## config.mk

```make
export PLATFORM = sky130hd
export DESIGN_NAME = CounterBank
export DESIGN_NICKNAME = d
export VERILOG_FILES = /design/src/rtl/counterPkg.sv /design/src/rtl/CounterAlu.sv /design/src/rtl/CounterBank.sv /design/src/rtl/CounterFile.sv /design/src/rtl/CounterPipe.sv /design/src/rtl/IncDec.sv /design/src/rtl/PrefixAnd.sv
export SDC_FILE = /design/constraint.sdc
export NUM_CORES = 1
export LEC_CHECK = 0
export BUFFER_PORTS_ARGS = -buffer_cell sky130_fd_sc_hd__buf_2
export CAP_MARGIN = 20
export CORE_MARGIN = 2
export CORE_UTILIZATION = 69
export CTS_BUF_LIST = sky130_fd_sc_hd__clkbuf_8
export DETAILED_ROUTE_END_ITERATION = 16
export PLACE_DENSITY = 0.91
export SYNTH_ARGS = -nofsm -noshare
export SYNTH_HDL_FRONTEND = slang
export SYNTH_SLANG_ARGS = --single-unit
```

## constraint.sdc

```tcl
create_clock -name clk -period 7.9 [get_ports clk]
set_clock_uncertainty 0.1 [all_clocks]
set_input_delay 0.79 -clock clk [delete_from_list [all_inputs] [get_ports clk]]
set_output_delay 0.79 -clock clk [all_outputs]
set_load 0.02 [all_outputs]
```

## src/rtl/counterPkg.sv

```systemverilog
`default_nettype none

package counterPkg;

	// counter geometry
	localparam int cntW  = 16;  // counter width
	localparam int chanN = 8;   // number of channels
	localparam int chanW = 3;   // channel index width, log2 of chanN

	// command opcodes
	typedef enum logic [2:0] {
		opRead  = 3'd0,  // return value, no write
		opInc   = 3'd1,  // count up by one
		opDec   = 3'd2,  // count down by one
		opLoad  = 3'd3,  // load data, keep wrap flag
		opClear = 3'd4   // zero value and wrap flag
	} cmdOpE;

	// command word from the host, 22 bits
	typedef struct packed {
		cmdOpE            op;    // what to do
		logic [chanW-1:0] chan;  // target channel
		logic [cntW-1:0]  data;  // load value, ignored otherwise
	} cmdT;

	// response word, 20 bits
	typedef struct packed {
		logic [chanW-1:0] chan;     // channel of the command
		logic [cntW-1:0]  value;    // counter after the op
		logic             wrapped;  // sticky wrap flag after the op
	} rspT;

endpackage

`default_nettype wire

```

## src/rtl/CounterAlu.sv

```systemverilog
`timescale 1ns/10ps
`default_nettype none

module CounterAlu #(
	parameter int speed = 2  // prefix structure of the incrementer
) (
	input  wire counterPkg::cmdOpE       op,           // staged opcode
	input  wire [counterPkg::cntW-1:0]   data,         // load value
	input  wire [counterPkg::cntW-1:0]   curValue,     // counter before the op
	input  wire                          curWrapped,   // flag before the op
	output logic [counterPkg::cntW-1:0]  nextValue,    // counter after the op
	output logic                         nextWrapped,  // flag after the op
	output logic                         writeEn       // op changes state
);

	logic [counterPkg::cntW-1:0] stepValue;  // curValue +/- 1
	logic                        isInc;
	logic                        isDec;
	logic                        wrap;       // step crossed the all-ones/zero boundary

	assign isInc = (op == counterPkg::opInc);
	assign isDec = (op == counterPkg::opDec);

	IncDec #(
		.width(counterPkg::cntW),
		.speed(speed)
	) i_IncDec (
		.A(curValue),
		.DEC(isDec),
		.Z(stepValue)
	);

	// result side detection, no separate carry out needed
	assign wrap = (isInc && (stepValue == '0)) || (isDec && (stepValue == '1));

	always_comb begin
		nextValue   = curValue;    // read and unknown ops keep state
		nextWrapped = curWrapped;
		writeEn     = 1'b1;
		case (op)
			counterPkg::opInc,
			counterPkg::opDec: begin
				nextValue   = stepValue;
				nextWrapped = curWrapped | wrap;  // sticky
			end
			counterPkg::opLoad: nextValue = data;  // flag survives a load
			counterPkg::opClear: begin
				nextValue   = '0;
				nextWrapped = 1'b0;  // only way to drop the flag
			end
			default: writeEn = 1'b0;  // opRead
		endcase
	end

	// boundary steps seen from the operand side, so this also checks IncDec
	always_comb begin
		assert #0 (!(isInc && (&curValue)) || (nextWrapped && (nextValue == '0)))
			else $error("CounterAlu: increment from all ones did not wrap");
		assert #0 (!(isDec && (curValue == '0)) || (nextWrapped && (&nextValue)))
			else $error("CounterAlu: decrement from zero did not wrap");
	end

endmodule

`default_nettype wire

```

## src/rtl/CounterBank.sv

```systemverilog
`timescale 1ns/10ps
`default_nettype none

module CounterBank #(
	parameter int speed = 2  // 0 serial, 1 brent-kung, 2 sklansky
) (
	input  wire                    clk,
	input  wire                    arstN,
	input  wire                    cmdValid,  // one command per cycle, no stall
	input  wire  counterPkg::cmdT  cmd,
	output logic                   rspValid,  // two cycles after cmdValid
	output counterPkg::rspT        rsp
);

	counterPkg::cmdOpE            stageOp;
	logic [counterPkg::cntW-1:0]  stageData;
	logic [counterPkg::chanW-1:0] stageChan;
	logic [counterPkg::cntW-1:0]  curValue;     // file read data
	logic                         curWrapped;
	logic [counterPkg::cntW-1:0]  nextValue;    // alu result
	logic                         nextWrapped;
	logic                         writeEn;      // op modifies state
	logic                         wrEn;         // qualified by stage valid

	CounterPipe i_CounterPipe (
		.clk(clk),
		.arstN(arstN),
		.cmdValid(cmdValid),
		.cmd(cmd),
		.stageOp(stageOp),
		.stageData(stageData),
		.stageChan(stageChan),
		.writeEn(writeEn),
		.nextValue(nextValue),
		.nextWrapped(nextWrapped),
		.wrEn(wrEn),
		.rspValid(rspValid),
		.rsp(rsp)
	);

	// same channel for read and write, so read-modify-write is one cycle
	CounterFile i_CounterFile (
		.clk(clk),
		.arstN(arstN),
		.rdChan(stageChan),
		.curValue(curValue),
		.curWrapped(curWrapped),
		.wrEn(wrEn),
		.wrChan(stageChan),
		.wrValue(nextValue),
		.wrWrapped(nextWrapped)
	);

	CounterAlu #(
		.speed(speed)
	) i_CounterAlu (
		.op(stageOp),
		.data(stageData),
		.curValue(curValue),
		.curWrapped(curWrapped),
		.nextValue(nextValue),
		.nextWrapped(nextWrapped),
		.writeEn(writeEn)
	);

endmodule

`default_nettype wire

```

## src/rtl/CounterFile.sv

```systemverilog
`timescale 1ns/10ps
`default_nettype none

module CounterFile (
	input  wire                           clk,
	input  wire                           arstN,
	// read port, combinational
	input  wire  [counterPkg::chanW-1:0]  rdChan,
	output logic [counterPkg::cntW-1:0]   curValue,
	output logic                          curWrapped,
	// write port, lands on the rising edge
	input  wire                           wrEn,
	input  wire  [counterPkg::chanW-1:0]  wrChan,
	input  wire  [counterPkg::cntW-1:0]   wrValue,
	input  wire                           wrWrapped
);

	logic [counterPkg::cntW-1:0]  cntQ [counterPkg::chanN];  // counter per channel
	logic [counterPkg::chanN-1:0] wrapQ;                     // sticky flag per channel

	// one counter and one sticky flag per channel
	always_ff @(posedge clk or negedge arstN) begin
		if (!arstN) begin
			for (int c = 0; c < counterPkg::chanN; c++) begin
				cntQ[c] <= '0;
			end
			wrapQ <= '0;
		end else if (wrEn) begin
			cntQ[wrChan]  <= wrValue;
			wrapQ[wrChan] <= wrWrapped;
		end
	end

	// read sees the old value in the write cycle
	assign curValue   = cntQ[rdChan];
	assign curWrapped = wrapQ[rdChan];

	// a set flag drops only together with a zeroed counter
	assert property (@(posedge clk) disable iff (!arstN)
		(wrEn && wrapQ[wrChan] && !wrWrapped) |-> (wrValue == '0))
		else $error("CounterFile: wrap flag of channel %0d dropped without a clear", wrChan);

endmodule

`default_nettype wire

```

## src/rtl/CounterPipe.sv

```systemverilog
`timescale 1ns/10ps
`default_nettype none

module CounterPipe (
	input  wire                           clk,
	input  wire                           arstN,
	// host command
	input  wire                           cmdValid,
	input  wire  counterPkg::cmdT         cmd,
	// staged command to file and alu
	output counterPkg::cmdOpE             stageOp,
	output logic [counterPkg::cntW-1:0]   stageData,
	output logic [counterPkg::chanW-1:0]  stageChan,  // read and write address
	// alu result
	input  wire                           writeEn,
	input  wire  [counterPkg::cntW-1:0]   nextValue,
	input  wire                           nextWrapped,
	output logic                          wrEn,       // write strobe to the file
	// response to host
	output logic                          rspValid,
	output counterPkg::rspT               rsp
);

	counterPkg::cmdT stageQ;      // command being executed
	logic            stageValid;  // stageQ holds a live command

	// control
	always_ff @(posedge clk or negedge arstN) begin
		if (!arstN) begin
			stageValid <= 1'b0;
			rspValid   <= 1'b0;
		end else begin
			stageValid <= cmdValid;
			rspValid   <= stageValid;
		end
	end

	// payload registers
	always_ff @(posedge clk) begin
		if (cmdValid) begin
			stageQ <= cmd;
		end
		if (stageValid) begin
			rsp.chan    <= stageQ.chan;
			rsp.value   <= nextValue;    // value after the op
			rsp.wrapped <= nextWrapped;
		end
	end

	assign stageOp   = stageQ.op;
	assign stageData = stageQ.data;
	assign stageChan = stageQ.chan;

	// idle stage must not touch the file
	assign wrEn = stageValid & writeEn;

	// response two cycles after the command and on its channel
	assert property (@(posedge clk) disable iff (!arstN)
		cmdValid |-> ##2 (rspValid && (rsp.chan == $past(cmd.chan, 2))))
		else $error("CounterPipe: response missing or on wrong channel");

endmodule

`default_nettype wire

```

## src/rtl/IncDec.sv

```systemverilog
`timescale 1ns/10ps
`default_nettype none

// Z = A+1 or A-1, modulo 2^width
module IncDec #(
	parameter int width = 16,  // operand width
	parameter int speed = 2    // prefix structure, see PrefixAnd
) (
	input  wire  [width-1:0] A,    // operand
	input  wire              DEC,  // high for decrement
	output logic [width-1:0] Z     // result
);

	logic [width-1:0] prop;    // bits that pass a carry or borrow
	logic [width-1:0] prefix;  // all bits up to i propagate
	logic [width-1:0] flip;    // bits to toggle

	// increment ripples through ones, decrement through zeros
	assign prop = A ^ {width{DEC}};

	PrefixAnd #(
		.width(width),
		.speed(speed)
	) i_PrefixAnd (
		.PI(prop),
		.PO(prefix)
	);

	// lsb always toggles
	assign flip = {prefix[width-2:0], 1'b1};
	assign Z    = A ^ flip;

endmodule

`default_nettype wire

```

## src/rtl/PrefixAnd.sv

```systemverilog
`timescale 1ns/10ps
`default_nettype none

module PrefixAnd #(
	parameter int width = 16,  // operand width
	parameter int speed = 2    // 0 serial, 1 brent-kung, 2 sklansky
) (
	input  wire  [width-1:0] PI,  // propagate in
	output logic [width-1:0] PO   // prefix and, PO[i] = &PI[i:0]
);

	localparam int m = (width > 1) ? $clog2(width) : 0;  // levels per sweep

	if ((speed < 0) || (speed > 2)) begin : gBadSpeed
		$error("PrefixAnd: speed must be 0, 1 or 2");
	end

	if (speed == 0) begin : gSerial
		// ripple chain, depth width-1, fewest gates
		logic [width-1:0] chain;

		assign chain[0] = PI[0];
		for (genvar i = 1; i < width; i++) begin : gBit
			assign chain[i] = chain[i-1] & PI[i];
		end
		assign PO = chain;
	end else if (speed == 1) begin : gBrentKung
		// up-sweep then down-sweep, depth 2m-1, about 2*width gates
		localparam int depth = (m > 0) ? 2*m - 1 : 0;
		logic [depth:0][width-1:0] pt;  // one row per level

		assign pt[0] = PI;

		// up-sweep builds block ands at positions 2^l-1, 2*2^l-1, ...
		for (genvar l = 1; l <= m; l++) begin : gUp
			for (genvar i = 0; i < width; i++) begin : gBit
				if (((i + 1) % (2**l)) == 0) begin : gNode
					assign pt[l][i] = pt[l-1][i] & pt[l-1][i - 2**(l-1)];
				end else begin : gPass
					assign pt[l][i] = pt[l-1][i];
				end
			end
		end

		// down-sweep fills the mid points with full prefixes
		for (genvar d = 1; d < m; d++) begin : gDown
			localparam int lv = m - d;  // span halves each level
			for (genvar i = 0; i < width; i++) begin : gBit
				if ((((i + 1) % (2**lv)) == 2**(lv-1)) && (i >= 2**lv)) begin : gNode
					assign pt[m+d][i] = pt[m+d-1][i] & pt[m+d-1][i - 2**(lv-1)];
				end else begin : gPass
					assign pt[m+d][i] = pt[m+d-1][i];
				end
			end
		end

		assign PO = pt[depth];
	end else begin : gSklansky
		// divide and conquer, depth m, fanout doubles per level
		logic [m:0][width-1:0] pt;

		assign pt[0] = PI;
		for (genvar l = 1; l <= m; l++) begin : gLevel
			for (genvar i = 0; i < width; i++) begin : gBit
				// upper half of each 2^l block takes the last bit of the lower half
				if (((i >> (l-1)) % 2) == 1) begin : gNode
					assign pt[l][i] = pt[l-1][i] & pt[l-1][((i >> (l-1)) << (l-1)) - 1];
				end else begin : gPass
					assign pt[l][i] = pt[l-1][i];
				end
			end
		end

		assign PO = pt[m];
	end

endmodule

`default_nettype wire

```

==> results of run 1 <==
how the worst min path moves through the flow:
stage	from	to	slack (ns)	cells after the start
global route	cmd[4]	i_CounterPipe.stageData[4]$_DFFE_PP_	0.36	1
global placement	i_CounterFile.cntQ[18]$_DFFE_PN0P_	i_CounterFile.cntQ[18]$_DFFE_PN0P_	0.36	2
floorplan	i_CounterFile.cntQ[112]$_DFFE_PN0P_	i_CounterFile.cntQ[112]$_DFFE_PN0P_	0.34	2
CTS	arstN	i_CounterPipe.rspValid$_DFF_PN0_	0.35	1
detailed placement	i_CounterFile.cntQ[33]$_DFFE_PN0P_	i_CounterFile.cntQ[33]$_DFFE_PN0P_	0.37	2
finish	arstN	i_CounterFile.cntQ[61]$_DFFE_PN0P_	0.31	1
cell families after synthesis:
group | count (synthesis) | share of synthesized area
flops | 180 | 0.525
fa+ha+maj | 7 | 0.00780
mux | 59 | 0.107
buf+inv | 82 | 0.0419
compound gates | 252 | 0.183
xor+xnor | 4 | 0.00390
simple gates | 260 | 0.131
placed cells by master, fill, tap and decap left out, drive strengths merged, types with 9 or more instances in the layout:
master,count
a21oi,32
buf,61
clkbuf,17
dfrtp,138
edfxtp,42
inv,33
mux2,14
mux2i,20
mux4,25
nand2,156
nand2b,9
nand3,12
nor2,39
nor2b,9
nor3,10
o21ai,150
registers in the layout (all words and copies together), names as in the netlist:
| register | cells |
|---|---|
| i_CounterPipe.rsp | 20 |
| i_CounterPipe.stageData | 16 |
| i_CounterPipe.stageOp | 3 |
| i_CounterFile.wrapQ | 8 |
| i_CounterPipe.stageValid | 1 |
| i_CounterPipe.rspValid | 1 |
| i_CounterFile.cntQ | 128 |
| i_CounterPipe.stageChan | 3 |
layer usage:
metal,up-vias,track usage,share of wire
li1,3093,-,-
met1,3477,0.447,0.39
met3,61,0.0673,0.073
met5,-,0,0
met4,0,0.149,0.030
met2,361,0.565,0.51
power by group:
group | switching (W) | internal [W] | leakage [nW]
registers | 0.000121 | 0.00118 | 2.25
logic | 0.000452 | 0.000287 | 1.70
clock network | 0.000338 | 0.000278 | 0.202
total | 0.000911 | 0.00175 | 4.15
layout make-up:
cell class                      count  share of cell area
Clock inverter                     15              0.0144
Timing Repair Buffer               61              0.0361
Tap cell                          172              0.0223
Sequential cell                   180               0.489
Clock buffer                       17              0.0243
Inverter                           27              0.0105
Multi-Input combinational cell    582               0.404
per-stage QoR:
stage                     std cells  hold WS (ns)  area [um2]
after floorplan                 844         0.343        8980
after global placement         1022         0.355        9270
after detailed placement       1022         0.369        9270
after CTS                      1054         0.347        9640
after global routing           1054         0.360        9640
final                          1054         0.314        9640
worst register-to-register path: cells and delay by family (launching register included):
| kind | cells | cell delay, ns |
|---|---|---|
| flops | 1 | 0.52 |
| compound gates | 4 | 1.33 |
| simple gates | 2 | 0.47 |
| buf+inv | 1 | 0.63 |
| mux | 3 | 1.43 |
==> summary.txt, run 1 <==
Status
  – Status: completed

CTS
  – # clock sinks: 180
  – CTS Buffer Depth: 2
  – Clk Latency, worst-skew pair: ~0.48 ns
  – Resized Gates After CTS: 0
  – Post CTS Setup Buffer Count: 0
  – # hold bufs at CTS: 0
  – CTS tree: built
  – Clk pin slew, worst setup/hold paths: 0.09 ns
  – Num CTS Buffers: 17
  – CTS root buf: clkbuf_8
  – Htree depth: 4

Worst setup path
  – Flop-to-flop setup slack: 3.17 ns
  – CP bufs+invs: 1
  – Setup crit start kind: flip-flop
  – Reg-to-reg endpoint: i_CounterPipe.rsp[0]$_DFFE_PP_
  – FF-to-FF path depth: 10
  – Crit path DAT: ~4.9 ns
  – Crit path capture: i_CounterPipe.rsp[0]$_DFFE_PP_
  – CP Depth: 10
  – Crit-path slowest cell: mux2i_1
  – Worst r2r src: i_CounterPipe.stageChan[0]$_DFFE_PP_
  – Worst-path cell chain: buf_4 -> mux4_2 -> mux2i_1 -> and4_1 -> mux2i_2 -> a221oi_4 -> a21boi_1 -> o22ai_1 -> a2111o_1 -> nand2b_1
  – Crit-path max cell delay: 0.68 ns
  – Top delay family on crit path: multiplexers
  – Crit path max fanout: 43
  – CP startpoint: i_CounterPipe.stageChan[0]$_DFFE_PP_
  – Worst EP required: 8.01 ns
  – Critical path type: flip-flop to flip-flop
  – Crit end category: flip-flop

Synthesis
  – Async S/R FF share, synth: 0.767
  – Synth area leader: dfrtp_1
  – Top cells by area, synth: dfrtp_1, edfxtp_1, nand2_1
  – Post-synth top cells: nand2_1, dfrtp_1, o21ai_0, o21ai_1, edfxtp_1
  – Register area share after synthesis: 0.525
  – Syn_nets: 869
  – Synth Flop Type: dfrtp_1
  – Share of the synthesized area in the top cell type: 0.384
  – Post-synth EDFFs: 42
  – YS warnings: 0
  – Cell with the most instances after synthesis: nand2_1
  – Synth Cell Area: 0.00898 mm2
  – Post-Syn Area per Cell: ~11 um2
  – Netlist cell types: 86
  – Syn Inst Count: 844
  – Yosys reg bits: 180

Pwr
  – Tot Pwr: 0.00266 W
  – Leakage: 4.15 nW
  – Peak supply drop: 0.000209 V
  – PwrDens: 275 mW/mm2

STA
  – Period utilization: 0.599
  – Setup repair after global routing missed its margin: no
  – Slew @ Worst Pin: approximately 0.91 ns
  – Fin Setup TNS: 0 ns
  – Max Transition Viols Final: 0
  – Max_slew headroom: 0.393
  – Final Setup Violations: 0
  – Tmin final: 4.73 ns
  – Setup ws final: about 3.2 ns
  – Maximum clock frequency: 211 MHz
  – Final Hold Viols: 0

Final layout
  – Layout area overhead: 7.35%
  – Final #Nets: 894
  – Area of the multi-input gates: 0.00389 mm2
  – FILL cells: 851
  – Final Core Density: 0.761
  – Share of post-route cells with drive strength above 1: 0.196
  – N_diodes: 0
  – Register area: between 0.004 and 0.005 mm2

Die
  – Cell Rows: 41
  – Die height: 118 um
  – Die area: 0.0139 mm2
  – Initial Util: 0.709
  – Core Box Area: 0.0127 mm2
  – Die width: 118 um
  – Ports: 46

Global route
  – Overall Global Routing Usage: 0.343
  – Vias in the first global route: around 7100
  – Initial antenna violation count: 0
  – Largest net degree at the start of global routing: 71
  – Grt total ovfl: 0
  – Global-route wire length before repair: 36900 um

Place
  – Detailed placer's ending HPWL: approximately 15000 um
  – Setup WS pre-CTS: 3.20 ns
  – Routability cong.: 0.999
  – Number of I/O port buffers: 45

Route
  – DR WL/cell: ~21 um
  – Detailed Route Iter0 Violations: 838
  – DR pass1 iterations: 7
  – Post-route antenna net violation count: 0
  – Vias per cell: 6.63
  – Via count: 6992
  – Final wirelength: around 23000 um
  – Residual DRC: 0

Hold path
  – Hold Path Class: input pin to asynchronous set/reset pin

Job
  – Max-cap violations: 0
(Power assumes the default switching activity.)
==> inputs of run 2 (changes only) <==
CORE_UTILIZATION = 58   (was 69)
PLACE_DENSITY = 0.82   (was 0.91)
clock period = 3.89 ns   (was 7.9 ns; I/O delays follow)
==> run 2 against run 1 <==
Effect of this change:
- utilization is 8.6 points lower
- die area is 18% higher
- cell count is 6.8% higher
- final area is 6.1% higher
- flip-flop and latch count stayed put
- clock power is 100% higher
- global-route usage is 6.6 points lower
- maximum frequency is 26% higher
- via count is 0.73% lower
==> summary.txt, run 2 (same netlist as run 1, synthesis figures left out) <==
Die
  – Initial Util: 0.593 (-0.116)
  – Die width: 128 um (+8.8%)
  – Die height: 128 um (+8.8%)
  – Core Box Area: 0.0151 mm2 (+20%)
  – Ports: 46 (unchanged)
  – Die area: 0.0165 mm2 (+18%)
  – Cell Rows: 45 (+9.8%)

Pwr
  – Peak supply drop: 0.000368 V (+76%)
  – Leakage: 4.42 nW (+6.5%)
  – PwrDens: 534 mW/mm2 (+94%)
  – Tot Pwr: 0.00547 W (+110%)

Hold path
  – Hold Path Class: input pin to flip-flop
  – Hold Path Sink: i_CounterPipe.stageValid$_DFF_PN0_
  – Hold-critical path depth: 1
  – Hold Path Origin: cmdValid

Worst setup path
  – Crit path max fanout: 13 (-70%)
  – Worst EP required: 4.02 ns (-3.99 ns)
  – FF-to-FF path depth: 12 (+2)
  – Setup crit start kind: flip-flop
  – Crit end category: flip-flop
  – Reg-to-reg endpoint: i_CounterPipe.rsp[13]$_DFFE_PP_
  – Worst r2r src: i_CounterPipe.stageChan[0]$_DFFE_PP_
  – Crit path DAT: 3.88 ns (-0.97 ns)
  – Flop-to-flop setup slack: 0.14 ns (-3.03 ns)
  – Critical path type: flip-flop to flip-flop

Place
  – Detailed placer's ending HPWL: 13800 um (-7.7%)
  – Number of I/O port buffers: 45 (unchanged)
  – Total placed cells including tap cells: 1062 (+3.9%)
  – Placed standard-cell area: 0.00952 mm2 (+2.7%)
  – Routability cong.: 0.933 (-6.6%)

STA
  – Final Hold Viols: 0 (unchanged)
  – Tmin final: 3.75 ns (-0.980 ns)
  – Slew @ Worst Pin: 0.886 ns (-0.0223 ns)
  – Period utilization: 0.965 (+0.366)
  – Max Transition Viols Final: 0 (unchanged)
  – Final Setup Violations: 0 (unchanged)
  – Maximum clock frequency: 266 MHz (+26%)
  – Max_slew headroom: 0.409 (+0.0164)

Global route
  – Grt total ovfl: 0 (unchanged)
  – Global-route wire length before repair: 34900 um (-5.4%)
  – Vias in the first global route: 6801 (-4.0%)
  – Overall Global Routing Usage: 0.278 (-0.0657)
  – Initial antenna violation count: 0 (unchanged)
  – Largest net degree at the start of global routing: 80 (+13%)

Final layout
  – N_diodes: 0 (unchanged)
  – Fin area: 0.0102 mm2 (+6.1%)
  – Share of post-route cells with drive strength above 1: 0.225 (+0.0288)
  – Commonest non-fill, non-tap cell in the layout: nand2_1
  – Final #Nets: 950 (+6.3%)
  – Layout area overhead: 13.9%
  – Largest Register: i_CounterFile.cntQ
  – Flip-flop count of the largest register after layout: 128 (unchanged)
  – Final cell count without fillers: 1126 (+6.8%)
  – Most frequent cells in the layout: nand2_1, dfrtp_1, o21ai_1, o21ai_0, buf_2

CTS
  – Htree depth: 4 (unchanged)
  – # clock sinks: 180 (unchanged)
  – Clk Latency, worst-skew pair: 0.48 ns (about the same)
  – Clk pin slew, worst setup/hold paths: 0.09 ns (about the same)
  – CTS tree: built
  – Num CTS Buffers: 17 (unchanged)
  – CTS Buffer Depth: 2 (unchanged)
  – CTS root buf: clkbuf_8

Route
  – Detailed Route Iter0 Violations: 693 (-17%)
  – Via count: 6941 (-0.73%)
  – DR pass1 iterations: 5 (-2)
  – Vias per cell: 6.16 (-7.1%)
  – Final wirelength: 22200 um (-1.8%)
  – Residual DRC: 0 (unchanged)
  – DR WL/cell: 19.7 um (-8.0%)
  – Post-route antenna net violation count: 0 (unchanged)

Status
  – Status: completed

Job
  – Max-cap violations: 0 (unchanged)
run 2: what timing repair did:
| action | 4_1_cts | 5_1_grt |
|---|---|---|
| endpoints found under the setup margin | 9 | 22 |
| gates cloned | 0 | 3 |
| setup buffers | 1 | 5 |
| resized for setup | 0 | 3 |
| pin swaps | 1 | 4 |
| hold endpoints to repair | 81 | 0 |
| hold buffers | 23 | 0 |
run 2: final cells by class:
cell class | count | area, um2
fill | 1120 | 4920
sequential | 180 | 4710
multi-input combinational | 584 | 3930
timing repair buffer | 115 | 878
clock buffer | 18 | 248
tap | 188 | 235
clock inverter | 14 | 123
inverter | 27 | 101
run 2: layer usage:
| layer | track usage | wire [um] |
|---|---|---|
| met1 | 0.365 | 9460 |
| met2 | 0.436 | 10500 |
| met3 | 0.0653 | 1450 |
| met4 | 0.143 | 785 |
| met5 | 0 | 0 |
run 2: worst max path at each step:
stage	from	endpoint	slack, ns	cells past startpoint
6_report	i_CounterPipe.stageChan[0]$_DFFE_PP_	i_CounterPipe.rsp[13]$_DFFE_PP_	0.14	12
5_1_grt	i_CounterPipe.stageChan[0]$_DFFE_PP_	i_CounterPipe.rsp[13]$_DFFE_PP_	-0.001	13
4_1_cts	i_CounterPipe.stageChan[0]$_DFFE_PP_	i_CounterPipe.rsp[0]$_DFFE_PP_	0.09	10
3_5_place_dp	i_CounterPipe.stageChan[0]$_DFFE_PP_	i_CounterFile.wrapQ[4]$_DFFE_PN0P_	-0.008	10
3_3_place_gp	i_CounterPipe.stageChan[0]$_DFFE_PP_	i_CounterPipe.rsp[0]$_DFFE_PP_	0.06	10
2_1_floorplan	i_CounterPipe.stageChan[0]$_DFFE_PP_	i_CounterPipe.rsp[0]$_DFFE_PP_	0.48	11
run 2: power breakdown:
| group | internal (W) | total, W | switching, W |
|---|---|---|---|
| Clock | 0.000529 | 0.00123 | 0.000698 |
| Sequential | 0.00240 | 0.00264 | 0.000241 |
| Combinational | 0.000674 | 0.00160 | 0.000927 |
run 2: critical path, cell delays in order, from the launching register on:
cell and delay, ns:
edfxtp_1 0.43, buf_4 0.16, clkbuf_16 0.18, mux4_2 0.49
mux2i_1 0.30, buf_4 0.21, nor4_1 0.07, mux2i_2 0.41
a221oi_4 0.11, buf_4 0.19, maj3_1 0.34, o22a_1 0.32
and2_1 0.21
run 2: metrics by stage:
stage	setup TNS [ns]	util	worst slack, ns	hold WS (ns)
2_1_floorplan	0	-	0.484	-0.00659
3_3_place_gp	0	0.629	0.0617	0.356
3_5_place_dp	-0.00792	0.629	-0.00792	0.364
4_1_cts	0	0.669	0.0893	0.273
5_1_grt	-0.00107	0.675	-0.00107	0.301
6_report	0	0.675	0.136	0.274
